**config.mk**
```make
export PLATFORM = sky130hd
export DESIGN_NAME = pixel_delay_line
export DESIGN_NICKNAME = d
export VERILOG_FILES = /design/src/logic/cnn_stream_pkg.sv /design/src/logic/pixel_delay_line.sv
export SDC_FILE = /design/constraint.sdc
export NUM_CORES = 1
export LEC_CHECK = 0
export ABC_AREA = 1
export ABC_CLOCK_PERIOD_IN_PS = 25800
export BUFFER_PORTS_ARGS = -buffer_cell sky130_fd_sc_hd__buf_2
export CELL_PAD_IN_SITES_DETAIL_PLACEMENT = 0
export CELL_PAD_IN_SITES_GLOBAL_PLACEMENT = 1
export CORE_MARGIN = 2
export CORE_UTILIZATION = 25
export CTS_CLUSTER_DIAMETER = 120
export DETAILED_ROUTE_END_ITERATION = 16
export PLACE_DENSITY_LB_ADDON = 0.1
export SYNTH_ARGS = -nofsm -noshare
export SYNTH_HDL_FRONTEND = slang
export SYNTH_SLANG_ARGS = --single-unit
export TNS_END_PERCENT = 100
```
**constraint.sdc**
```tcl
create_clock -name clk -period 25.8 [get_ports clk]
set_clock_uncertainty 0.15 [all_clocks]
set_input_delay 3.87 -clock clk [delete_from_list [all_inputs] [get_ports clk]]
set_output_delay 3.87 -clock clk [all_outputs]
set_load 0.005 [all_outputs]
```
**src/logic/cnn_stream_pkg.sv**
```systemverilog
/* widths, lane ratio and data types of the streaming image path */
`default_nettype none

package cnn_stream_pkg;

   // external stream word, also the FIFO entry width
   localparam int WIDE_W = 128;

   // one pixel lane inside the processing path
   localparam int LANE_W = 32;

   // lanes per wide word, low lane first
   localparam int LANES = WIDE_W / LANE_W;
   localparam int LANE_IDX_W = 2;

   typedef logic [WIDE_W-1:0] wide_word_t;
   typedef logic [LANE_W-1:0] lane_t;

endpackage

`default_nettype wire

```
**src/logic/pixel_delay_line.sv**
```systemverilog
/* stalling shift pipeline of pixel lanes, stand-in for the CNN core */
`timescale 1ns/1ps
`default_nettype none

module pixel_delay_line #(
   parameter int DELAY_STAGES = 10
)
(
   input  wire logic                  clk,
   input  wire logic                  cnn_rst_n,
   input  wire logic                  in_valid,
   input  wire cnn_stream_pkg::lane_t in_lane,
   input  wire logic                  out_ready,
   output logic                       in_ready,
   output logic                       out_valid,
   output cnn_stream_pkg::lane_t      out_lane
);

   cnn_stream_pkg::lane_t stage_data [DELAY_STAGES];
   logic [DELAY_STAGES-1:0] stage_valid;
   logic advance;

   // whole line moves when the last stage can leave or is a bubble
   assign advance = out_ready || !stage_valid[DELAY_STAGES-1];
   assign in_ready = advance;
   assign out_valid = stage_valid[DELAY_STAGES-1];
   assign out_lane = stage_data[DELAY_STAGES-1];

   always_ff @(posedge clk)
   begin
      if (!cnn_rst_n)
         stage_valid <= '0;
      else if (advance)
      begin
         stage_valid[0] <= in_valid;
         for (int i = 1; i < DELAY_STAGES; i++)
            stage_valid[i] <= stage_valid[i-1];
      end
   end

   always_ff @(posedge clk)
   begin
      if (advance)
      begin
         stage_data[0] <= in_lane;
         for (int i = 1; i < DELAY_STAGES; i++)
            stage_data[i] <= stage_data[i-1];
      end
   end

endmodule

`default_nettype wire

```
==> flow_summary.toml <==
[run_status]
status = "finished clean"

[yosys]
ys_ff_latch = 330
ys_seq_area_share_pct = 97.78
netlist_area_um2 = 10030
synth_nets = 418
synthCells = 382
synth.avg_cell_area_um2 = 26.26
yosysWarnings = 0
yosysUniqueCellTypes = 11

[critical_path]
path_delay_family = "buffers and inverters"
crit_required_ps = 21780
cp_cell_sequence = "buf_2, inv_2, nand2_4, buf_2"
cpMaxStageDelayCell = "nand2_4"
cp.arrival_ps = 4910
cp_max_fo = 52
r2r_setup_slack_ps = 21910
worst_path_largest_cell_delay_ps = 400
crit_buf_inv = 3
rr_worst_depth = 4
critPathCaptureType = "output pin"
crit_path_start_kind = "input pin"
crit_top_cell = "buf_2"
r2r-start = "stage_valid[9]"
setup.worst_path.class = "in -> out"
r2r_end = "stage_data[9][8]"

[sta]
fin_crit_ps = 8930
maxSlewHeadroom_pct = 34.12
fin_ws_ps = 16870
finalHoldViolCount = 0
setup_viol = 0
final.period_utilization_pct = 34.61
timing.hold.ws_ps = 254.5
report.final.slew_viol_count = 0
tns_ps = 0
tightest_slew_ps = 988.2
clock.fmax_mhz = 112.0
rsz0062_at_grt = "false"

[placement]
io_buffer_count = 69
post_dp_cell_area_um2 = 11060
pre_cts_ws_ps = 16860
dp_hpwl_um = 6083
gp_congestion = 0.5781

[hold_path]
hold_path_end = "stage_data[5][5]"
hold_depth = 0
holdCritStartpoint = "stage_data[4][5]"
hp-class = "reg -> reg"

[final_layout]
nets = 528
final_cell_mix = "320 x edfxtp_1, 69 x buf_2, 39 x clkbuf_16, 18 x nor2_1"
utilization_pct = 31.07
diodes = 0
fin_area_um2 = 12320
synthToLayoutAreaGrowth_pct = 22.77
nFillCells = 3827
layout.cells.most_common = "edfxtp_1"
drive_above_1_share_pct = 24.62

[routing]
avgViaCountPerCell = 3.393
postRouteWirelength_um = 12010
first_pass_iters = 4
drt_iter0_drc = 189
ant_nets = 0
routedWlPerCell_um = 11.49
drc_errors = 0
vias = 3546

[floorplanning]
ioPinCount = 70
start_util_pct = 25.31
die_y_um = 204.3
std_cell_rows = 73
dieWidth_um = 204.3
die_area_um2 = 41750
coreArea_um2 = 39640

[clock_tree]
cts_root_buf = "clkbuf_16"
cts-buffers-inserted = 37
clk_pin_slew_ps = 50
cts_tree = "built"
cts_hold_buffers = 0
clock_latency_ps = 510
cts_resized = 0
clock_path_buffers = 3
cts_sinks = 330
htree_levels = 2
postCtsSetupBuffers = 0

[global_routing]
grt-ovfl-total = 0
grt_pass1_vias = 3573
antenna_found_initial = 0
grt_use_total_pct = 5.879
grt_max_degree = 82
grt_pass1_wl_um = 19220

[power_and_ir_drop]
p_leak_uw = 0.004459
ir_worst_vdd_uv = 34.29
power-per-cell-area_nw_per_um2 = 94.84

[run]
drv_cap = 0
-- area by class of cell --
class / count / area [um^2] / area share [%]
inverter: 11 / 41.29 / 0.3352
timing repair buffer: 73 / 375.4 / 3.048
clock inverter: 19 / 247.7 / 2.011
clock buffer: 48 / 1010 / 8.198
multi-input combinational: 39 / 176.4 / 1.432
tap: 525 / 656.9 / 5.333
sequential: 330 / 9809 / 79.64
-- per-stage QoR --
step | std cells | total power [uW]
finish | 1045 | 1168
global route | 1045 | 1217
CTS | 1045 | 1191
detailed placement | 978 | 646.9
global placement | 978 | 645.8
floorplan | 382 | 636.7
-- logic make-up (layout without fill, tap and decap cells) --
| logic type | count (synthesis) | after routing | synth area share (%) |
|---|---|---|---|
| compound gates | 1 | 1 | 0.07486 |
| buf+inv | 13 | 151 | 0.5363 |
| flops | 330 | 330 | 97.78 |
| simple gates | 38 | 38 | 1.609 |
-- state kept, by name, summed over array words and instances, names as in the netlist --
signal / count
stage_data: 320
stage_valid: 10
-- how the worst max path moves through the flow --
stage | startpoint | end | slack [ps] | depth (start not counted)
global placement | out_ready | in_ready | 16920 | 4
global route | out_ready | in_ready | 16790 | 4
finish | out_ready | in_ready | 16870 | 4
CTS | out_ready | in_ready | 16860 | 4
floorplan | out_ready | in_ready | 10930 | 2
detailed placement | out_ready | in_ready | 16860 | 4
-- routing by layer --
metal / global-route usage, % / routed length [um]
met5: 0 / 0
met4: 4.037 / 587
met3: 2.471 / 872
met2: 7.760 / 4994
met1: 7.740 / 5556
-- cell usage after synthesis --
| library cell | instances | share of area [%] |
|---|---|---|
| nand2_1 | 10 | 0.37 |
| nand3_1 | 9 | 0.45 |
| a21boi_1 | 1 | 0.075 |
| buf_2 | 1 | 0.050 |
| nor2_1 | 18 | 0.67 |
| buf_4 | 1 | 0.075 |
| nor2_4 | 1 | 0.11 |
| inv_2 | 1 | 0.037 |
| dfxtp_1 | 10 | 2.0 |
| edfxtp_1 | 320 | 96 |
| inv_1 | 10 | 0.37 |
-- report_power, final --
part | internal [uW] | leakage [uW] | switching, uW
logic | 4.35 | 0.000374 | 3.83
clock network | 337 | 0.000616 | 197
registers | 619 | 0.00347 | 7.35
total | 960 | 0.00446 | 208
Power figures use the tool's default switching activity.
