<file path="src/logic/cnn_stream_pkg.sv">
/* widths, lane ratio and data types of the streaming image path */
`default_nettype none

package cnn_stream_pkg;

   // external stream word, also the FIFO entry width
   localparam int WIDE_W = 128;

   // one pixel lane inside the processing path
   localparam int LANE_W = 32;

   // lanes per wide word, low lane first
   localparam int LANES = WIDE_W / LANE_W;
   localparam int LANE_IDX_W = 2;

   typedef logic [WIDE_W-1:0] wide_word_t;
   typedef logic [LANE_W-1:0] lane_t;

endpackage

`default_nettype wire

</file>
<file path="src/logic/width_splitter.sv">
/* wide word to narrow lane splitter, low lane first */
`timescale 1ns/1ps
`default_nettype none

module width_splitter
(
   input  wire logic                       clk,
   input  wire logic                       cnn_rst_n,
   input  wire logic                       word_valid,
   input  wire cnn_stream_pkg::wide_word_t word_data,
   input  wire logic                       lane_ready,
   output logic                            word_ready,
   output logic                            lane_valid,
   output cnn_stream_pkg::lane_t           lane_data
);

   localparam int IDX_W = cnn_stream_pkg::LANE_IDX_W;

   cnn_stream_pkg::wide_word_t word_q;
   logic [IDX_W-1:0] lane_idx;
   logic last_lane_out;

   assign last_lane_out = lane_valid && lane_ready &&
                          (lane_idx == IDX_W'(cnn_stream_pkg::LANES - 1));
   assign word_ready = !lane_valid || last_lane_out;
   assign lane_data = word_q[lane_idx*cnn_stream_pkg::LANE_W +: cnn_stream_pkg::LANE_W];

   always_ff @(posedge clk)
   begin
      if (!cnn_rst_n)
      begin
         lane_valid <= 1'b0;
         lane_idx   <= '0;
      end
      else if (word_valid && word_ready)
      begin
         lane_valid <= 1'b1;
         lane_idx   <= '0;
      end
      else if (last_lane_out)
         lane_valid <= 1'b0;
      else if (lane_valid && lane_ready)
         lane_idx <= lane_idx + IDX_W'(1);
   end

   // held word, payload only
   always_ff @(posedge clk)
   begin
      if (word_valid && word_ready)
         word_q <= word_data;
   end

endmodule

`default_nettype wire

</file>
<file path="config.mk">
export PLATFORM = sky130hd
export DESIGN_NAME = width_splitter
export DESIGN_NICKNAME = d
export VERILOG_FILES = /design/src/logic/cnn_stream_pkg.sv /design/src/logic/width_splitter.sv
export SDC_FILE = /design/constraint.sdc
export NUM_CORES = 1
export LEC_CHECK = 0
export BUFFER_PORTS_ARGS = -buffer_cell sky130_fd_sc_hd__buf_4
export CAP_MARGIN = 30
export CELL_PAD_IN_SITES_DETAIL_PLACEMENT = 0
export CELL_PAD_IN_SITES_GLOBAL_PLACEMENT = 1
export CORE_UTILIZATION = 45
export DETAILED_ROUTE_END_ITERATION = 7
export GPL_TIMING_DRIVEN = 0
export PLACE_DENSITY = 0.93
export SYNTH_ARGS = -nofsm -noshare
export SYNTH_HDL_FRONTEND = slang
export SYNTH_SLANG_ARGS = --single-unit
</file>
<file path="constraint.sdc">
create_clock -name clk -period 14.7 [get_ports clk]
set_clock_uncertainty 0.15 [all_clocks]
set_input_delay 2.94 -clock clk [delete_from_list [all_inputs] [get_ports clk]]
set_output_delay 2.94 -clock clk [all_outputs]
set_load 0.05 [all_outputs]
</file>
==> impl_metrics.csv <==
group,metric,value,unit
placement,portBuffers,165,
setup_path,critical-path-max-stage-delay,0.51,ns
pwr,ir_drop,0.126,mV
clocking,h-tree-depth,4,
global_route,antenna_found_initial,0,
setup_path,arrival,3.88,ns
clocking,cts_made_buffers,17,
pwr,p_leak,2.61,nW
setup_path,cp_data_required_time,11.61,ns
clocking,postCtsSetupBuffers,0,
sta,fin_crit,6.97,ns
logic_synthesis,syn_avg_cell_area,26.2,µm²
clocking,clock_latency,0.52,ns
setup_path,crit_buf_inv,3,
clocking,cts_tree,"yes",
clocking,path_clk_slew,0.06,ns
setup_path,crit_type,"in2out",
cells_and_area,drive_gt1_share,60.6,%
cells_and_area,antenna_cells,0,
floorplanning,die_x,105,µm
floorplanning,std_cell_rows,37,
pwr,cellPowerDensity,136,nW/µm²
logic_synthesis,ys_warn_count,0,
logic_synthesis,synth_seq_area_share,81.3,%
setup_path,path_cells,"buf_4 > a21boi_0 > inv_1 > buf_4",
setup_path,reg2reg_slack,12.23,ns
sta,rsz0062_at_grt,"no",
sta,holdWs,0.484,ns
routing,drt-pass1-iter-count,4,
floorplanning,ios,166,
run_status,outcome,"finished, final reports clean",
sta,fmax,0.143,GHz
clocking,cts_buffer_depth,2,
routing,drcViolationCount,0,
sta,hold_viol,0,
cells_and_area,layout_common_cells,"buf_4, edfxtp_1, mux4_2",
cells_and_area,final_common_cell,"buf_4",
sta,drv_slew,0,
routing,top_layer,"met4",
sta,relSlewSlack,46.9,%
logic_synthesis,synth-seq-cells,131,
global_route,grt_max_degree,40,
sta,fin_crit_sh,47.4,%
setup_path,cp_common_cell,"buf_4",
routing,vias_per_cell,4.94,
global_route,grt_overflow_total,0,
hold_path,min_path_type,"reg2reg",
clocking,cts-root-buf,"clkbuf_8",
sta,fin_tns_setup,0,ns
setup_path,slowest_stage,"a21boi_0",
routing,wl,9.60,mm
run,drv_cap,0,
sta,tightest_slew,0.794,ns
cells_and_area,fin_nets,503,
floorplanning,core,10300,µm²
clocking,hold_buffers,0,
setup_path,cp-start-kind,"input port",
global_route,grt_pass1_vias,2878,
cells_and_area,areaGrowthSynthToFinish,42.4,%
logic_synthesis,ys_types,17,
logic_synthesis,synth_nets,316,
clocking,cts-resized-gates,0,
setup_path,worstSetupEndpointType,"output pin",
routing,dr_wl_met2,5.16,mm
floorplanning,dieArea,11100,µm²
routing,wl_met1,3.51,mm
placement,gp_congestion,0.731,
sta,setup_viol,0,
routing,wl_met3,814,µm
cells_and_area,fillers,665,
setup_path,crit_family,"compound AO/OA/AOI/OAI gates",
routing,wl_per_cell,18.5,µm
clocking,cts.sinks,131,
routing,num_vias,2566,
floorplanning,start_util,46.5,%
routing,postRouteAntennaNets,0,
routing,drtIter0Drc,105,
floorplanning,die_y,105,µm
setup_path,crit_fanout,4,
logic_synthesis,syn_area,4800,µm²
logic_synthesis,syn_inst,183,
placement,dpl.hpwl,6.60,mm
global_route,gr-usage-all-layers,19.2,%
global_route,grt_pass1_wl,15.0,mm
## cells in the mapped netlist
| library cell | count | area share (%) |
|---|---|---|
| nor2_1 | 3 | 0.23 |
| mux2i_1 | 1 | 0.21 |
| o21a_1 | 1 | 0.16 |
| dfxtp_1 | 3 | 1.3 |
| buf_6 | 1 | 0.23 |
| o21ai_0 | 1 | 0.10 |
| buf_12 | 3 | 1.3 |
| a21boi_0 | 1 | 0.16 |
| ha_1 | 1 | 0.26 |
| nand3b_1 | 1 | 0.16 |
| xor2_1 | 1 | 0.18 |
| mux4_1 | 3 | 1.6 |
| clkbuf_1 | 1 | 0.078 |
| edfxtp_1 | 128 | 80 |
| mux4_2 | 29 | 14 |
| inv_1 | 2 | 0.16 |
| buf_2 | 3 | 0.31 |
## per-stage QoR
step | cell area [µm²] | utilization [%] | total power (W) | std cells | worst slack (ns)
floorplan | 4800 | - | 0.000500 | 183 | 5.53
detailed placement | 6280 | 60.8 | 0.000545 | 487 | 7.71
global placement | 6210 | 60.2 | 0.000542 | 484 | 3.96
CTS | 6840 | 66.3 | 0.000944 | 519 | 7.70
global route | 6840 | 66.3 | 0.000963 | 519 | 7.63
finish | 6840 | 66.3 | 0.000933 | 519 | 7.73
## worst paths after layout
path | startpoint | end | cells after the start
setup / recovery | lane_ready | word_ready | 4
hold / removal | lane_idx[1] | lane_idx[1] | 3
setup reg to reg | lane_idx[0] | word_q[12] | 5
hold reg to reg | lane_idx[1] | lane_idx[1] | 3
## sequential cells by signal (all words and copies together) (netlist names)
| signal | cells |
|---|---|
| lane_idx | 2 |
| lane_valid | 1 |
| word_q | 128 |
## layer usage
layer | global-route usage (%) | up-vias
met3 | 8.60 | 10
met1 | 21.0 | 1272
met2 | 32.8 | 119
met5 | 0 | -
li1 | - | 1165
met4 | 6.94 | 0
## tightest hold or removal path, cell delays in order, from the launching register on
cell and delay [ns]:
dfxtp_1 0.33, ha_1 0.12, mux2i_1 0.06, nor2_1 0.08
## power by group
part | switching [W] | total (W) | internal, W
combinational | 0.0000501 | 0.0000959 | 0.0000458
sequential | 0.00000542 | 0.000440 | 0.000435
clock | 0.000144 | 0.000396 | 0.000253
total | 0.000199 | 0.000933 | 0.000733
## kinds of logic after synthesis
kind of cell               count (synthesis)  synth area share, %
AOI/OAI and AO/OA                          3                0.417
xor gates and xnor gates                   1                0.182
adders and majority gates                  1                0.260
buffers and inverters                     10                 2.03
DFF                                      131                 81.3
muxes                                     33                 15.4
and+or+nand+nor                            4                0.391
## area by class of cell
type / instances / area, µm² / share of cell area (%)
plain buffers: 8 / 90.1 / 1.32
clock buffers: 17 / 414 / 6.05
clock inverters: 15 / 146 / 2.14
inverters: 2 / 7.51 / 0.110
multi-input cells: 42 / 810 / 11.8
flip-flops and latches: 131 / 3900 / 57.1
well taps: 136 / 170 / 2.49
repair buffers: 168 / 1300 / 19.0
Power figures use the tool's default switching activity.
