<file path="config.mk">
export PLATFORM = sky130hd
export DESIGN_NAME = width_merger
export DESIGN_NICKNAME = d
export VERILOG_FILES = /design/src/logic/cnn_stream_pkg.sv /design/src/logic/width_merger.sv
export SDC_FILE = /design/constraint.sdc
export NUM_CORES = 1
export LEC_CHECK = 0
export ABC_AREA = 1
export BUFFER_PORTS_ARGS = -buffer_cell sky130_fd_sc_hd__buf_2
export CAP_MARGIN = 20
export CORE_AREA = 2 2 151 153
export DETAILED_ROUTE_END_ITERATION = 7
export DIE_AREA = 0 0 153 155
export PLACE_DENSITY = 0.39
export SETUP_SLACK_MARGIN = 0.15
export SLEW_MARGIN = 20
export SYNTH_ARGS = -nofsm -noshare
export SYNTH_HDL_FRONTEND = slang
export SYNTH_SLANG_ARGS = --single-unit
</file>
<file path="constraint.sdc">
create_clock -name clk -period 3.9 [get_ports clk]
set_clock_uncertainty 0.2 [all_clocks]
set_input_delay 0.195 -clock clk [delete_from_list [all_inputs] [get_ports clk]]
set_output_delay 0.195 -clock clk [all_outputs]
set_load 0.05 [all_outputs]
</file>
<file path="src/logic/cnn_stream_pkg.sv">
/* widths, lane ratio and data types of the streaming image path */
`default_nettype none

package cnn_stream_pkg;

   // external stream word, also the FIFO entry width
   localparam int WIDE_W = 128;

   // one pixel lane inside the processing path
   localparam int LANE_W = 32;

   // lanes per wide word, low lane first
   localparam int LANES = WIDE_W / LANE_W;
   localparam int LANE_IDX_W = 2;

   typedef logic [WIDE_W-1:0] wide_word_t;
   typedef logic [LANE_W-1:0] lane_t;

endpackage

`default_nettype wire

</file>
<file path="src/logic/width_merger.sv">
/* narrow lane to wide word merger, low lane first */
`timescale 1ns/1ps
`default_nettype none

module width_merger
(
   input  wire logic                  clk,
   input  wire logic                  cnn_rst_n,
   input  wire logic                  lane_valid,
   input  wire cnn_stream_pkg::lane_t lane_data,
   input  wire logic                  word_ready,
   output logic                       lane_ready,
   output logic                       word_valid,
   output cnn_stream_pkg::wide_word_t word_data
);

   localparam int IDX_W = cnn_stream_pkg::LANE_IDX_W;

   logic [IDX_W-1:0] lane_idx;
   logic lane_in;

   // no new lanes while a finished word waits
   assign lane_ready = !word_valid;
   assign lane_in = lane_valid && lane_ready;

   //------------------------------------------------------------
   // lane index and word valid
   //------------------------------------------------------------
   always_ff @(posedge clk)
   begin
      if (!cnn_rst_n)
      begin
         lane_idx   <= '0;
         word_valid <= 1'b0;
      end
      else if (lane_in)
      begin
         if (lane_idx == IDX_W'(cnn_stream_pkg::LANES - 1))
         begin
            lane_idx   <= '0;
            word_valid <= 1'b1;
         end
         else
            lane_idx <= lane_idx + IDX_W'(1);
      end
      else if (word_valid && word_ready)
         word_valid <= 1'b0;
   end

   // assembly by lane position
   always_ff @(posedge clk)
   begin
      if (lane_in)
         word_data[lane_idx*cnn_stream_pkg::LANE_W +: cnn_stream_pkg::LANE_W] <= lane_data;
   end

endmodule

`default_nettype wire

</file>
==> results_tabular.tex <==
\begin{tabular}{lr}
\hline
Metric & Value \\
\hline
\multicolumn{2}{l}{\textbf{Power and ir drop}} \\
Proportion of power drawn by combinational gates & 13.6\% \\
Pwr Density & 523 nW/µm² \\
Post-layout total power & 3.83 mW \\
Switching share of power & 27.0\% \\
Internal portion of total power & 2.79 mW \\
Switching power & 1.03 mW \\
Leakage power figure & 3.04 nW \\
Worst ir drop on vdd & 0.227 mV \\
Proportion of power drawn by flip-flops and latches & 42.5\% \\
Clock Power Share & 44.0\% \\
\multicolumn{2}{l}{\textbf{Critical path}} \\
Worst path cell trace & inv\_1 -> ha\_1 -> inv\_2 -> nand2\_2 -> nor3\_1 \\
Largest fanout of any net on the critical path & 32 \\
Critical path type & reg2reg \\
Slowest stage delay, CP & 700 ps \\
Startpoint kind of the worst setup timing path & flop \\
Slowest stage cell on the critical path & nand2\_2 \\
Critical Path AT & 2210 ps \\
CP endpoint kind & flop \\
Total buffers and inverters traversed by the critical path & 2 \\
Delay-heaviest family, CP & simple AND/OR/NAND/NOR gates \\
Required time reported for the critical path endpoint & 3830 ps \\
\multicolumn{2}{l}{\textbf{Yosys}} \\
Number of unique standard cell types used by synthesis & 17 \\
Number of register bits inferred by synthesis & 131 \\
Top-count cell post-synth & edfxtp\_1 \\
Cell type contributing the most total cell area after synthesis & edfxtp\_1 \\
Yosys warning total & 0 \\
Number of enable flip-flop cells after synthesis & 128 \\
Net count after synthesis & 423 \\
Fraction of post-synthesis cell area in the top cell type by area & 74.0\% \\
Cell area after technology mapping & 5190 µm² \\
Mapped Avg Cell Area & 13.6 µm² \\
Share of synthesized area occupied by flip-flops and latches & 75.2\% \\
Synthesized netlist cell count & 381 \\
Most used DFF post-synth & edfxtp\_1 \\
Most area-consuming cells after synthesis & edfxtp\_1 (74\%), nor2\_1 (6.7\%), nor3\_2 (3.9\%) \\
Ranking of synthesized cells by instance count & edfxtp\_1 (128), nor2\_1 (92), inv\_1 (39) \\
Async S/R FF share, synth & 0\% \\
\multicolumn{2}{l}{\textbf{GRT}} \\
Congestion Overflow GR & 0 \\
Global routing met2 resource utilization & 20.2\% \\
Maximum number of pins on one net before global-route repair & 38 \\
First-pass GRT wire length & 22.4 mm \\
Gr busiest metal & met2 \\
Fraction of met1 tracks used by global routing & 16.6\% \\
Met3 Usage GRT & 4.60\% \\
Number of antenna violations at the first check in global routing & 0 \\
Total GRT Usage & 12.9\% \\
Number of global-route vias before repair & 3755 \\
\multicolumn{2}{l}{\textbf{Job}} \\
Max cap viols & 0 \\
\multicolumn{2}{l}{\textbf{STA}} \\
Clock period minus worst slack & 2280 ps \\
Final count of pins violating max slew & 0 \\
Setup total negative slack & 0 ps \\
Ratio of final minimum period to clock period & 58.5\% \\
Relative max-transition margin & 34.8\% \\
Number of hold-slack violations in the final timing report & 0 \\
FMAX & 438 MHz \\
Final setup viols & 0 \\
RSZ-0062 raised after global routing & no \\
Worst Max-Slew Pin Slew & 974 ps \\
\multicolumn{2}{l}{\textbf{Placed design}} \\
Cell Count Post-Placement & 814 \\
Detailed placer's ending HPWL & 9.82 mm \\
Cell area reported after detailed placement & 6290 µm² \\
Port-buffer cells & 165 \\
Final weighted congestion of routability-driven global placement & 0.726 \\
\multicolumn{2}{l}{\textbf{Die}} \\
Number of primary I/O pins & 166 \\
Total Die Area & 23700 µm² \\
Starting density of the core & 23.4\% \\
Area of the core region & 22200 µm² \\
Die W & 153 µm \\
Row count & 55 \\
Die H & 155 µm \\
\multicolumn{2}{l}{\textbf{Clock tree}} \\
\# clock sinks & 131 \\
Buffers from clock root to sink, at most & 2 \\
Buffer type at the clock tree root & clkbuf\_16 \\
Skew-Pair Late Insertion Delay & 420 ps \\
Quantity of gates resized following cts & 0 \\
\# H-tree levels & 4 \\
Clk slew on worst S/H paths & 60 ps \\
Buffers inserted by post-CTS timing repair & 0 \\
Number of buffers created by CTS & 17 \\
Hold-fix buffers at CTS & 33 \\
Clock tree from TritonCTS & yes \\
\multicolumn{2}{l}{\textbf{Layout}} \\
Antenna diode count & 0 \\
Filler-free cell count of the finished design & 883 \\
Area growth from synthesis to layout & 40.9\% \\
Final nets & 627 \\
Fraction of layout cells with a size suffix above 1 & 41.1\% \\
Post-route design area & 7320 µm² \\
Share of the core filled with cells & 32.9\% \\
\multicolumn{2}{l}{\textbf{Drt}} \\
Total Wirelength & 14.8 mm \\
Wire per inst & 16.8 µm \\
Vias per Instance & 4.01 \\
Total DRC errors in the routed layout & 0 \\
Vias & 3538 \\
Detailed Route Iter0 Violations & 281 \\
Remaining number of nets flagged by the antenna check after routing & 0 \\
Number of optimization iterations in the first detailed-route pass & 4 \\
\multicolumn{2}{l}{\textbf{Outcome}} \\
Result of the run & finished clean \\
\multicolumn{2}{l}{\textbf{Hold path}} \\
Path class of the lowest-slack min-delay path & in2reg \\
\hline
\end{tabular}
-- registers in the layout, indices dropped and copies added (netlist names) --
signal,count
word_data,128
lane_idx,2
word_valid,1
-- through the flow --
| step | worst slack [ps] | hold WS, ps |
|---|---|---|
| after floorplan | 726 | 115 |
| after global placement | 1440 | 260 |
| after detailed placement | 1390 | 271 |
| after CTS | 1360 | 0.932 |
| after global routing | 1420 | 5.78 |
| final | 1620 | 19.7 |
-- power groups by stage --
stage	clock network [mW]	logic, mW	registers, mW
6_report	1.68	0.520	1.62
5_1_grt	1.78	0.560	1.63
4_1_cts	1.72	0.520	1.63
2_1_floorplan	0	0.204	1.81
3_5_place_dp	0	0.495	1.66
3_3_place_gp	0	0.487	1.66
-- cell usage in the layout, fill, tap and decap left out, types with 6 or more instances in the layout --
master	n
dlygate4sd3_1	34
edfxtp_1	128
nor3_2	20
buf_2	165
clkbuf_16	17
ha_1	6
nor2_2	13
nand2_1	34
nor3_1	12
nor2_1	88
inv_1	39
-- logic make-up (layout without fill, tap and decap cells) --
| kind of cell | Yosys count | count (layout) | synth area share, % |
|---|---|---|---|
| compound gates | 1 | 1 | 0.145 |
| simple gates | 182 | 182 | 17.2 |
| fa+ha+maj | 6 | 6 | 1.45 |
| flops | 131 | 131 | 75.2 |
| buf+inv | 61 | 278 | 6.07 |
-- final cells by class --
type,count,area [µm²]
timing repair buffer,204,1280
inverter,42,158
clock inverter,14,188
sequential,131,3910
tap,285,357
clock buffer,18,429
fill,2253,14900
multi-input combinational,189,1010
-- worst paths after layout --
kind,slack [ps],end,from,cells past startpoint
setup reg to reg,1620,word_data[28],lane_idx[1],5
setup / recovery,1620,word_data[28],lane_idx[1],5
hold reg to reg,320,word_valid,word_valid,2
hold / removal,20,word_data[67],lane_data[3],3
-- metal layers --
metal	share of wire, %	vias up
li1	-	1685
met3	6.5	25
met5	0	-
met4	2.6	0
met1	45	1686
met2	46	142
-- worst min-delay path: cells and delay by family --
kind | cells | cell delay (ps)
buffers and inverters | 2 | 230
and+or+nand+nor | 1 | 100
(Power assumes the default switching activity.)
