--- config.mk ---
export PLATFORM = sky130hd
export DESIGN_NAME = block_gate
export DESIGN_NICKNAME = d
export VERILOG_FILES = /design/src/logic/cnn_stream_pkg.sv /design/src/logic/cnn_ctrl_pkg.sv /design/src/logic/block_gate.sv
export SDC_FILE = /design/constraint.sdc
export NUM_CORES = 1
export LEC_CHECK = 0
export ABC_AREA = 1
export BUFFER_PORTS_ARGS = -buffer_cell sky130_fd_sc_hd__buf_4
export CAP_MARGIN = 20
export CORE_AREA = 5 5 100 102
export DETAILED_ROUTE_END_ITERATION = 8
export DIE_AREA = 0 0 105 107
export MAX_ROUTING_LAYER = met4
export PLACE_DENSITY = 0.66
export SETUP_SLACK_MARGIN = 0.1
export SLEW_MARGIN = 20
export SYNTH_ARGS = -nofsm -noshare
export SYNTH_HDL_FRONTEND = slang
export SYNTH_SLANG_ARGS = --single-unit
export TNS_END_PERCENT = 20
--- constraint.sdc ---
create_clock -name clk -period 2.7 [get_ports clk]
set_input_delay 0.135 -clock clk [delete_from_list [all_inputs] [get_ports clk]]
set_output_delay 0.135 -clock clk [all_outputs]
set_load 0.02 [all_outputs]
--- src/logic/cnn_stream_pkg.sv ---
/* widths, lane ratio and data types of the streaming image path */
`default_nettype none

package cnn_stream_pkg;

   // external stream word, also the FIFO entry width
   localparam int WIDE_W = 128;

   // one pixel lane inside the processing path
   localparam int LANE_W = 32;

   // lanes per wide word, low lane first
   localparam int LANES = WIDE_W / LANE_W;
   localparam int LANE_IDX_W = 2;

   typedef logic [WIDE_W-1:0] wide_word_t;
   typedef logic [LANE_W-1:0] lane_t;

endpackage

`default_nettype wire

--- src/logic/cnn_ctrl_pkg.sv ---
/* block gate states and block counter width */
`default_nettype none

package cnn_ctrl_pkg;

   // block counters and FIFO fill levels
   localparam int BLOCK_CNT_W = 8;

   typedef enum logic [0:0] {
      GATE_IDLE,  // waiting for enough buffered words
      GATE_RUN    // passing one block
   } gate_state_t;

endpackage

`default_nettype wire

--- src/logic/block_gate.sv ---
/* block gate that holds back FIFO words until a threshold
   is buffered, then passes exactly one block */
`timescale 1ns/1ps
`default_nettype none

module block_gate #(
   parameter int THRESHOLD = 8,
   parameter int BLOCK_LEN = 8
)
(
   input  wire logic                               clk,
   input  wire logic                               cnn_rst_n,
   input  wire logic [cnn_ctrl_pkg::BLOCK_CNT_W-1:0] level,
   input  wire logic                               nonempty,
   input  wire cnn_stream_pkg::wide_word_t         head_data,
   input  wire logic                               out_ready,
   output logic                                    pop,
   output logic                                    out_valid,
   output cnn_stream_pkg::wide_word_t              out_data
);

   localparam int CNT_W = cnn_ctrl_pkg::BLOCK_CNT_W;

   cnn_ctrl_pkg::gate_state_t state;
   logic [CNT_W-1:0] remaining;

   // the head word goes straight through while running
   assign out_valid = (state == cnn_ctrl_pkg::GATE_RUN) && nonempty;
   assign out_data = head_data;
   assign pop = out_valid && out_ready;

   always_ff @(posedge clk)
   begin
      if (!cnn_rst_n)
      begin
         state     <= cnn_ctrl_pkg::GATE_IDLE;
         remaining <= '0;
      end
      else
      begin
         case (state)
            cnn_ctrl_pkg::GATE_IDLE:
            begin
               if (level >= CNT_W'(THRESHOLD))
               begin
                  state     <= cnn_ctrl_pkg::GATE_RUN;
                  remaining <= CNT_W'(BLOCK_LEN);
               end
            end
            default:
            begin
               // last word of the block ends the run on the same edge
               if (pop)
               begin
                  remaining <= remaining - CNT_W'(1);
                  if (remaining == CNT_W'(1))
                     state <= cnn_ctrl_pkg::GATE_IDLE;
               end
            end
         endcase
      end
   end

endmodule

`default_nettype wire

==> tab_implementation.tex, run 1 <==
\begin{tabular}{lr}
\hline
Metric & Value \\
\hline
\multicolumn{2}{l}{\textbf{Logic synthesis}} \\
Syn Area/Cell & 7.289 um\^{}2 \\
Net Count, Synth & 348 \\
Area of the mapped netlist & 1501 um\^{}2 \\
Top-area cell type share of the netlist area & 64.00\% \\
Ys Warns & 0 \\
Primary flip-flop cell chosen by synthesis mapping & dfxtp\_1 \\
Post-synth top cells & buf\_4 (128), nand2\_1 (13), inv\_1 (12), dfxtp\_1 (9), nor2\_1 (8) \\
Yosys top cell by area & buf\_4 \\
Number of different library cells in the post-synthesis netlist & 22 \\
EDFF count, synth & 0 \\
Share of synthesized flip-flops with an asynchronous set or reset & 0\% \\
Seq/Total Area, Yosys & 12.00\% \\
Most area-consuming cells after synthesis & buf\_4 (64\%), dfxtp\_1 (12\%), nand2\_1 (3.2\%), inv\_1 (3.0\%), a21oi\_1 (2.3\%) \\
Leading cell type by number of instances after synthesis & buf\_4 \\
Flop and latch count out of synthesis & 9 \\
Instance count of the mapped netlist & 206 \\
\multicolumn{2}{l}{\textbf{Routing}} \\
Routed WL per cell & 13.24 um \\
Drt first pass iters & 4 \\
Remaining DRCs & 0 \\
Total detailed-routing wirelength & 2688 um \\
1st-iter DRT viols & 16 \\
DR vias/cell & 3.537 \\
Remaining number of nets flagged by the antenna check after routing & 0 \\
Vias post-DR & $\sim$720 \\
\multicolumn{2}{l}{\textbf{Global route}} \\
Largest net degree at the start of global routing & 11 \\
Global route overflow & 0 \\
First-pass GRT wire length & roughly 4000 um \\
Vias in the first global route & between 700 and 800 \\
Antenna violations before repair & 0 \\
Global-route usage over all layers & 4.574\% \\
\multicolumn{2}{l}{\textbf{Critical path}} \\
Type of origin of the critical path & flop \\
CP Data Arrival Time & 1.12 ns \\
Crit path capture type & primary output \\
Launch point of the critical path & state \\
Data required time of the critical path & 2.57 ns \\
Kind of critical path & reg -> out \\
Worst-case reg-to-reg path depth & 7 \\
Crit path max fanout & 5 \\
Crit Reg-Reg Startpoint & remaining[0] \\
Slack of the worst reg-to-reg path & 1.45 ns \\
\multicolumn{2}{l}{\textbf{STA}} \\
Post-route clock skew & between 0.0008 and 0.0009 ns \\
Setup TNS & 0 ns \\
Final-report setup violation count & 0 \\
Max Freq & 798.5 MHz \\
Tightest Pin Transition & approximately 0.23 ns \\
Number of endpoints with negative hold slack in the final report & 0 \\
Headroom to the max-slew limit & 84.78\% \\
Max-slew violations & 0 \\
Smallest hold slack & 0.1576 ns \\
Portion of the clock cycle consumed by the worst path in the final layout & 46.39\% \\
Final worst path period need & 1.252 ns \\
Setup repair after global routing missed its margin & no \\
\multicolumn{2}{l}{\textbf{Placed design}} \\
Weighted congestion reported at the end of routability-driven placement & 0.7806 \\
Post-detailed-placement half-perimeter wirelength & 2142 um \\
PortBufs & 10 \\
\multicolumn{2}{l}{\textbf{Layout}} \\
Filler cells & 1,077 \\
Total area of multi-input combinational cells & 306.5 um\^{}2 \\
Final nets & 235 \\
Antenna fix cells & 0 \\
Fraction of final layout cells with drive strength greater than 1 & 23.91\% \\
Sequential cell area in the final layout & $\sim$180 um\^{}2 \\
Growth of design area from synthesis to finish & -46.75\% \\
\multicolumn{2}{l}{\textbf{Floorplanning}} \\
Starting utilization of the core area & between 10\% and 20\% \\
Total core area & approximately 9000 um\^{}2 \\
I/O pin count & 270 \\
Height of the die & 107 um \\
Die width & 105 um \\
Die footprint & 11,240 um\^{}2 \\
Count of standard-cell rows & 35 \\
\multicolumn{2}{l}{\textbf{CTS}} \\
Post-CTS setup buffers & 0 \\
Maximum number of buffers from clock root to sink & 2 \\
CTS tree & built \\
Number of H-tree levels & 1 \\
Number of sinks handled by clock tree synthesis & 9 \\
Worst-skew pair later-pin latency & 0.24 ns \\
Root Buffer & clkbuf\_8 \\
Count of cells resized by post-cts repair & 0 \\
\# hold bufs at CTS & 0 \\
Total clock buffers created by CTS & 3 \\
Clk pin slew, worst setup/hold paths & roughly 0.05 ns \\
\multicolumn{2}{l}{\textbf{Power and ir drop}} \\
Reported leakage power & 0.3300 nW \\
Pwr per Cell Area & 508.7 nW/um\^{}2 \\
Combinational power share & between 20\% and 30\% \\
Share of total power consumed by net switching & 29.76\% \\
Switching pwr & 0.1210 mW \\
Reg power frac & 38.1\% \\
Internal power component & about 0.29 mW \\
Worst voltage drop across the vdd grid & about 0.33 mV \\
Clock Power Share & 39.5\% \\
\multicolumn{2}{l}{\textbf{Hold path}} \\
Number of stages on the worst hold path & 3 \\
Start point of the worst hold path & cnn\_rst\_n \\
Path class of the lowest-slack min-delay path & in -> reg \\
\multicolumn{2}{l}{\textbf{Run}} \\
Max\_cap viols & 0 \\
\multicolumn{2}{l}{\textbf{Status}} \\
Run status & completed \\
\hline
\end{tabular}
[cells in the final DEF (no fill, tap or decap)]
master | netlist | final
nand3b_1 | 1 | 1
o22ai_1 | 1 | 1
nand2_1 | 13 | 13
a21oi_1 | 7 | 7
nand3_2 | 1 | 1
inv_1 | 12 | 12
nor2_1 | 8 | 8
clkinv_2 | 1 | 1
and3_1 | 1 | 1
a21boi_1 | 1 | 1
ha_1 | 2 | 2
nand2_4 | 2 | 2
o21ai_1 | 1 | 1
dfxtp_1 | 9 | 9
nand2_2 | 2 | 2
xor2_1 | 2 | 2
clkbuf_1 | 0 | 1
nand3_1 | 5 | 5
o21ai_0 | 2 | 2
inv_2 | 1 | 1
nand4_1 | 4 | 4
clkbuf_8 | 0 | 3
nor2_2 | 2 | 2
buf_4 | 128 | 10
[layout make-up]
type,instances,area share (%)
inverters,14,6.729
multi-input cells,55,38.34
repair buffers,10,9.390
clock buffers,4,5.634
flip-flops and latches,9,22.54
well taps,111,17.37
[state kept, by name, indices dropped and copies added (netlist names)]
| signal | count |
|---|---|
| remaining | 8 |
| state | 1 |
[critical path: stages, from the launching register on]
cell      delay [ns]
dfxtp_1         0.43
nand2_2         0.07
clkinv_2        0.07
nand2_4         0.05
inv_1           0.10
buf_4           0.15
[through the flow]
stage / worst slack (ns) / power, mW / util [%] / std cells / cell area [um^2]
final: 1.448 / 0.4067 / 8.863 / 203 / 799.5
after global routing: 1.310 / 0.4353 / 8.863 / 203 / 799.5
after CTS: 1.434 / 0.4112 / 8.863 / 203 / 799.5
after detailed placement: 1.452 / 0.2477 / 8.363 / 199 / 754.5
after global placement: 1.479 / 0.2452 / 8.363 / 199 / 754.5
after floorplan: 1.549 / 0.4985 / - / 206 / 1501
[cells by family (layout without fill, tap and decap cells)]
logic type / count (synthesis) / in the layout / share of synthesized area, %
buf+inv: 142 / 28 / 67.58
simple gates: 39 / 39 / 13.33
compound gates: 12 / 12 / 4.250
flops: 9 / 9 / 12.00
fa+ha+maj: 2 / 2 / 1.666
xor+xnor: 2 / 2 / 1.167
[routing by layer]
layer	global-route usage [%]	wire (um)	vias up
li1	-	-	280
met1	2.536	600	279
met2	5.621	1012	96
met3	2.830	507	63
met4	10.23	567	0
met5	-	0	-
[path summary, 6_finish.rpt]
kind / endpoint
worst max-delay path: pop
worst min-delay path: remaining[0]
worst max register to register: remaining[4]
worst min register to register: remaining[6]
[power groups by stage]
stage / clock [mW] / combinational, mW / sequential (mW)
floorplan: 0 / 0.345 / 0.154
global placement: 0 / 0.0886 / 0.157
detailed placement: 0 / 0.0906 / 0.157
CTS: 0.166 / 0.0910 / 0.155
global route: 0.173 / 0.106 / 0.156
finish: 0.161 / 0.0911 / 0.155
(Power assumes the default switching activity.)
==> run 2, diff against run 1 <==
- ABC_AREA: 1 -> 0
- CORE_AREA: 5 5 100 102 -> 5 5 102 104
- DIE_AREA: 0 0 105 107 -> 0 0 107 109
- clock period: 2.7 -> 1.1 ns (I/O delays scaled with it)
==> run 2 against run 1 <==
Critical path depth is 2 lower. Core utilization is 1.2 points higher. Global-route usage is 0.25 points higher. Final cell count is 0.99% lower. Clock-buffer cell count stayed put. Register-to-register slack worse by 1.9 ns. The flow now finishes with violations (negative setup slack). Hold slack worse by 0.076 ns.
==> tab_implementation.tex, run 2 <==
\begin{tabular}{lr}
\hline
Metric & Value \\
\hline
\multicolumn{2}{l}{\textbf{Status}} \\
Run status & finished, violations left (was completed) \\
Violations in the final reports & negative setup slack \\
\multicolumn{2}{l}{\textbf{Layout}} \\
Largest registers & remaining x8, state x1 (unchanged) \\
Most frequent standard cell in the layout excluding fill and tap cells & buf\_4 (was nand2\_1) \\
Final nets & 230 (was 235) \\
Commonest cells after routing, fill and taps aside & buf\_4 (26), dfxtp\_2 (4), dfxtp\_1 (4) (was nand2\_1 (13), inv\_1 (12), buf\_4 (10)) \\
Number of flip-flops under the largest register name & 8 (unchanged) \\
Register ranked first by flip-flop count & remaining (unchanged) \\
Antenna fix cells & 0 (unchanged) \\
Final core utilization & 10.03\% (was 8.863\%) \\
Growth of design area from synthesis to finish & -34.09\% (was -46.75\%) \\
Final Non-Filler Cells & 201 (was 203) \\
Fraction of final layout cells with drive strength greater than 1 & 60.92\% (was 23.91\%) \\
\multicolumn{2}{l}{\textbf{Critical path}} \\
Kind of critical path & reg -> reg (was reg -> out) \\
Worst-case reg-to-reg path depth & 3 (was 7) \\
Crit path max fanout & 4 (was 5) \\
CP Data Arrival Time & 1.75 ns (was 1.12 ns) \\
Peak per-stage delay on the critical path & 0.56 ns (was 0.43 ns) \\
Slowest cell on the critical path & or4b\_4 (was dfxtp\_1) \\
Crit path capture type & flop (was primary output) \\
Worst path depth & 3 (was 5) \\
Family of cells with the greatest summed delay on the critical path & simple AND/OR/NAND/NOR gates (was flip-flops) \\
Chain of cells forming the critical path & or4b\_4 -> or4\_4 -> a211oi\_2 (was nand2\_2 -> clkinv\_2 -> nand2\_4 -> inv\_1 -> buf\_4) \\
Crit Reg-Reg Startpoint & remaining[4] (was remaining[0]) \\
Slack of the worst reg-to-reg path & -0.50 ns (was 1.45 ns) \\
Count of buffer and inverter cells on the critical path & 0 (was 3) \\
Data required time of the critical path & 1.25 ns (was 2.57 ns) \\
Type of origin of the critical path & flop (unchanged) \\
R2R Path End & remaining[5] (was remaining[4]) \\
\multicolumn{2}{l}{\textbf{Logic synthesis}} \\
Yosys top cell by area & buf\_4 (unchanged) \\
Leading cell type by number of instances after synthesis & buf\_4 (unchanged) \\
Net Count, Synth & 325 (was 348) \\
Share of synthesized flip-flops with an asynchronous set or reset & 0\% (unchanged) \\
Syn Area/Cell & 7.863 um\^{}2 (was 7.289 um\^{}2) \\
Ys Warns & 0 (unchanged) \\
Flop and latch count out of synthesis & 9 (unchanged) \\
Area of the mapped netlist & 1439 um\^{}2 (was 1501 um\^{}2) \\
Primary flip-flop cell chosen by synthesis mapping & dfxtp\_1 (unchanged) \\
Most area-consuming cells after synthesis & buf\_4 (67\%), dfxtp\_1 (13\%), a211oi\_1 (2.1\%), or4\_1 (2.1\%), ha\_1 (1.7\%) (was buf\_4 (64\%), dfxtp\_1 (12\%), nand2\_1 (3.2\%), inv\_1 (3.0\%), a21oi\_1 (2.3\%)) \\
Number of different library cells in the post-synthesis netlist & 26 (was 22) \\
Instance count of the mapped netlist & 183 (was 206) \\
Top-area cell type share of the netlist area & 66.78\% (was 64.00\%) \\
EDFF count, synth & 0 (unchanged) \\
Seq/Total Area, Yosys & 12.52\% (was 12.00\%) \\
Post-synth top cells & buf\_4 (128), dfxtp\_1 (9), inv\_1 (5) (was buf\_4 (128), nand2\_1 (13), inv\_1 (12), dfxtp\_1 (9), nor2\_1 (8)) \\
\multicolumn{2}{l}{\textbf{STA}} \\
Max-slew violations & 0 (unchanged) \\
Headroom to the max-slew limit & 79.57\% (was 84.78\%) \\
Number of endpoints with negative hold slack in the final report & 0 (unchanged) \\
Setup repair after global routing missed its margin & yes (was no) \\
Setup TNS & -2.187 ns (was 0 ns) \\
Final worst path period need & 1.599 ns \\
Max Freq & 625.3 MHz \\
Portion of the clock cycle consumed by the worst path in the final layout & 145.4\% \\
Post-route clock skew & 0.003462 ns (was 0.0008971 ns) \\
Smallest hold slack & 0.08211 ns (was 0.1576 ns) \\
Final-report setup violation count & 7 (was 0) \\
Tightest Pin Transition & 0.3053 ns (was 0.2281 ns) \\
Worst Setup Slack, final & -0.4991 ns (was 1.448 ns) \\
\multicolumn{2}{l}{\textbf{Floorplanning}} \\
Die width & 107 um (was 105 um) \\
I/O pin count & 270 (unchanged) \\
Count of standard-cell rows & 36 (was 35) \\
Starting utilization of the core area & 15.21\% (was 16.64\%) \\
Height of the die & 109 um (was 107 um) \\
Total core area & 9459 um\^{}2 (was 9021 um\^{}2) \\
Die footprint & 11,660 um\^{}2 (was 11,240 um\^{}2) \\
\multicolumn{2}{l}{\textbf{Routing}} \\
Routed WL per cell & 14.62 um (was 13.24 um) \\
Met3 routed WL & 469 um (was 507 um) \\
Remaining DRCs & 0 (unchanged) \\
Met2 Routed Length & 1142 um (was 1012 um) \\
Metal-1 WL & 758 um (was 600 um) \\
Vias post-DR & 701 (was 718) \\
Uppermost routed layer & met4 (unchanged) \\
Remaining number of nets flagged by the antenna check after routing & 0 (unchanged) \\
Total detailed-routing wirelength & 2939 um (was 2688 um) \\
1st-iter DRT viols & 28 (was 16) \\
Drt first pass iters & 3 (was 4) \\
DR vias/cell & 3.488 (was 3.537) \\
\multicolumn{2}{l}{\textbf{CTS}} \\
CTS tree & built (unchanged) \\
Maximum number of buffers from clock root to sink & 2 (unchanged) \\
Number of sinks handled by clock tree synthesis & 9 (unchanged) \\
Total clock buffers created by CTS & 3 (unchanged) \\
Clk pin slew, worst setup/hold paths & 0.05 ns (about the same) \\
Root Buffer & clkbuf\_8 (unchanged) \\
Worst-skew pair later-pin latency & 0.23 ns (was 0.24 ns) \\
Number of H-tree levels & 1 (unchanged) \\
\multicolumn{2}{l}{\textbf{Global route}} \\
Largest net degree at the start of global routing & 8 (was 11) \\
Global route overflow & 0 (unchanged) \\
Vias in the first global route & 719 (was 766) \\
Antenna violations before repair & 0 (unchanged) \\
First-pass GRT wire length & 4029 um (was 3884 um) \\
Global-route usage over all layers & 4.827\% (was 4.574\%) \\
\multicolumn{2}{l}{\textbf{Hold path}} \\
Path class of the lowest-slack min-delay path & in -> reg (unchanged) \\
End point of the worst hold path & remaining[3] (was remaining[0]) \\
Number of stages on the worst hold path & 2 (was 3) \\
Start point of the worst hold path & cnn\_rst\_n (unchanged) \\
\multicolumn{2}{l}{\textbf{Placed design}} \\
Post-Place Cells & 197 (was 199) \\
PortBufs & 10 (unchanged) \\
Weighted congestion reported at the end of routability-driven placement & 0.7989 (was 0.7806) \\
Post-detailed-placement half-perimeter wirelength & 2378 um (was 2142 um) \\
\multicolumn{2}{l}{\textbf{Run}} \\
Max\_cap viols & 0 (unchanged) \\
\multicolumn{2}{l}{\textbf{Power and ir drop}} \\
Worst voltage drop across the vdd grid & 0.2953 mV (was 0.3349 mV) \\
Reported leakage power & 0.3665 nW (was 0.3300 nW) \\
Pwr per Cell Area & 983.8 nW/um\^{}2 (was 508.7 nW/um\^{}2) \\
\hline
\end{tabular}
[run 2: changes by cell type in the layout (fill, tap and decap cells not counted), moves of 4 or more]
cell / delta
a21oi_1: -7
nor2_1: -6
inv_1: -10
dfxtp_1: -5
buf_4: +16
nand2_1: -11
dfxtp_2: +4
[run 2: logic make-up after synthesis]
kind of cell,after synthesis,share of synthesized area [%]
and+or+nand+nor,23,9.653
adders and majority gates,2,1.739
DFF,9,12.52
AOI/OAI and AO/OA,14,7.131
buffers and inverters,134,68.35
xor gates and xnor gates,1,0.6088
[run 2: worst reg2reg max path: cells and delay by family, from the launching register on]
| family | cells | cell delay, ns |
|---|---|---|
| AOI/OAI and AO/OA | 1 | 0.20 |
| and+or+nand+nor | 2 | 1.00 |
| DFF | 1 | 0.32 |
[run 2: layout make-up]
cell class                 instances  area [um^2]
tap                              114        142.6
sequential                         9        188.9
inverter                           5        18.77
fill                            1096         8511
clock buffer                       4        45.04
timing repair buffer              29        229.0
multi-input combinational         40        324.1
[run 2: how the worst max path moves through the flow]
stage / from / to / slack, ns
after floorplan: remaining[5] / remaining[7] / -0.45
after global placement: remaining[5] / remaining[7] / -0.47
after detailed placement: remaining[4] / remaining[5] / -0.52
after CTS: remaining[3] / remaining[7] / -0.49
after global routing: remaining[4] / remaining[5] / -0.53
final: remaining[4] / remaining[5] / -0.50
[run 2: what timing repair did]
item | in CTS | in global routing
setup buffers | 0 | 0
hold buffers | 0 | 0
setup endpoints to repair | 11 | 11
gates resized for setup | 13 | 10
pin swaps | 3 | 1
[run 2: through the flow]
stage | setup WS [ns] | total power [mW] | cell area (um^2)
floorplan | -0.4472 | 1.105 | 1439
finish | -0.4991 | 0.9330 | 948.4
CTS | -0.4855 | 0.9354 | 914.6
detailed placement | -0.5171 | 0.5244 | 834.6
global placement | -0.4749 | 0.5229 | 834.6
global route | -0.5344 | 0.9896 | 948.4
[run 2: report_power, final]
group	switching, mW	internal [mW]	total, mW
combinational	0.0836	0.111	0.194
sequential	0.0113	0.340	0.351
clock	0.134	0.253	0.387
total	0.229	0.704	0.933
[run 2: metal layers]
layer / GRT usage, % / vias to the layer above
met1: 3.533 / 284
met3: 2.724 / 74
met4: 9.041 / 0
li1: - / 276
met2: 5.980 / 67
met5: - / -
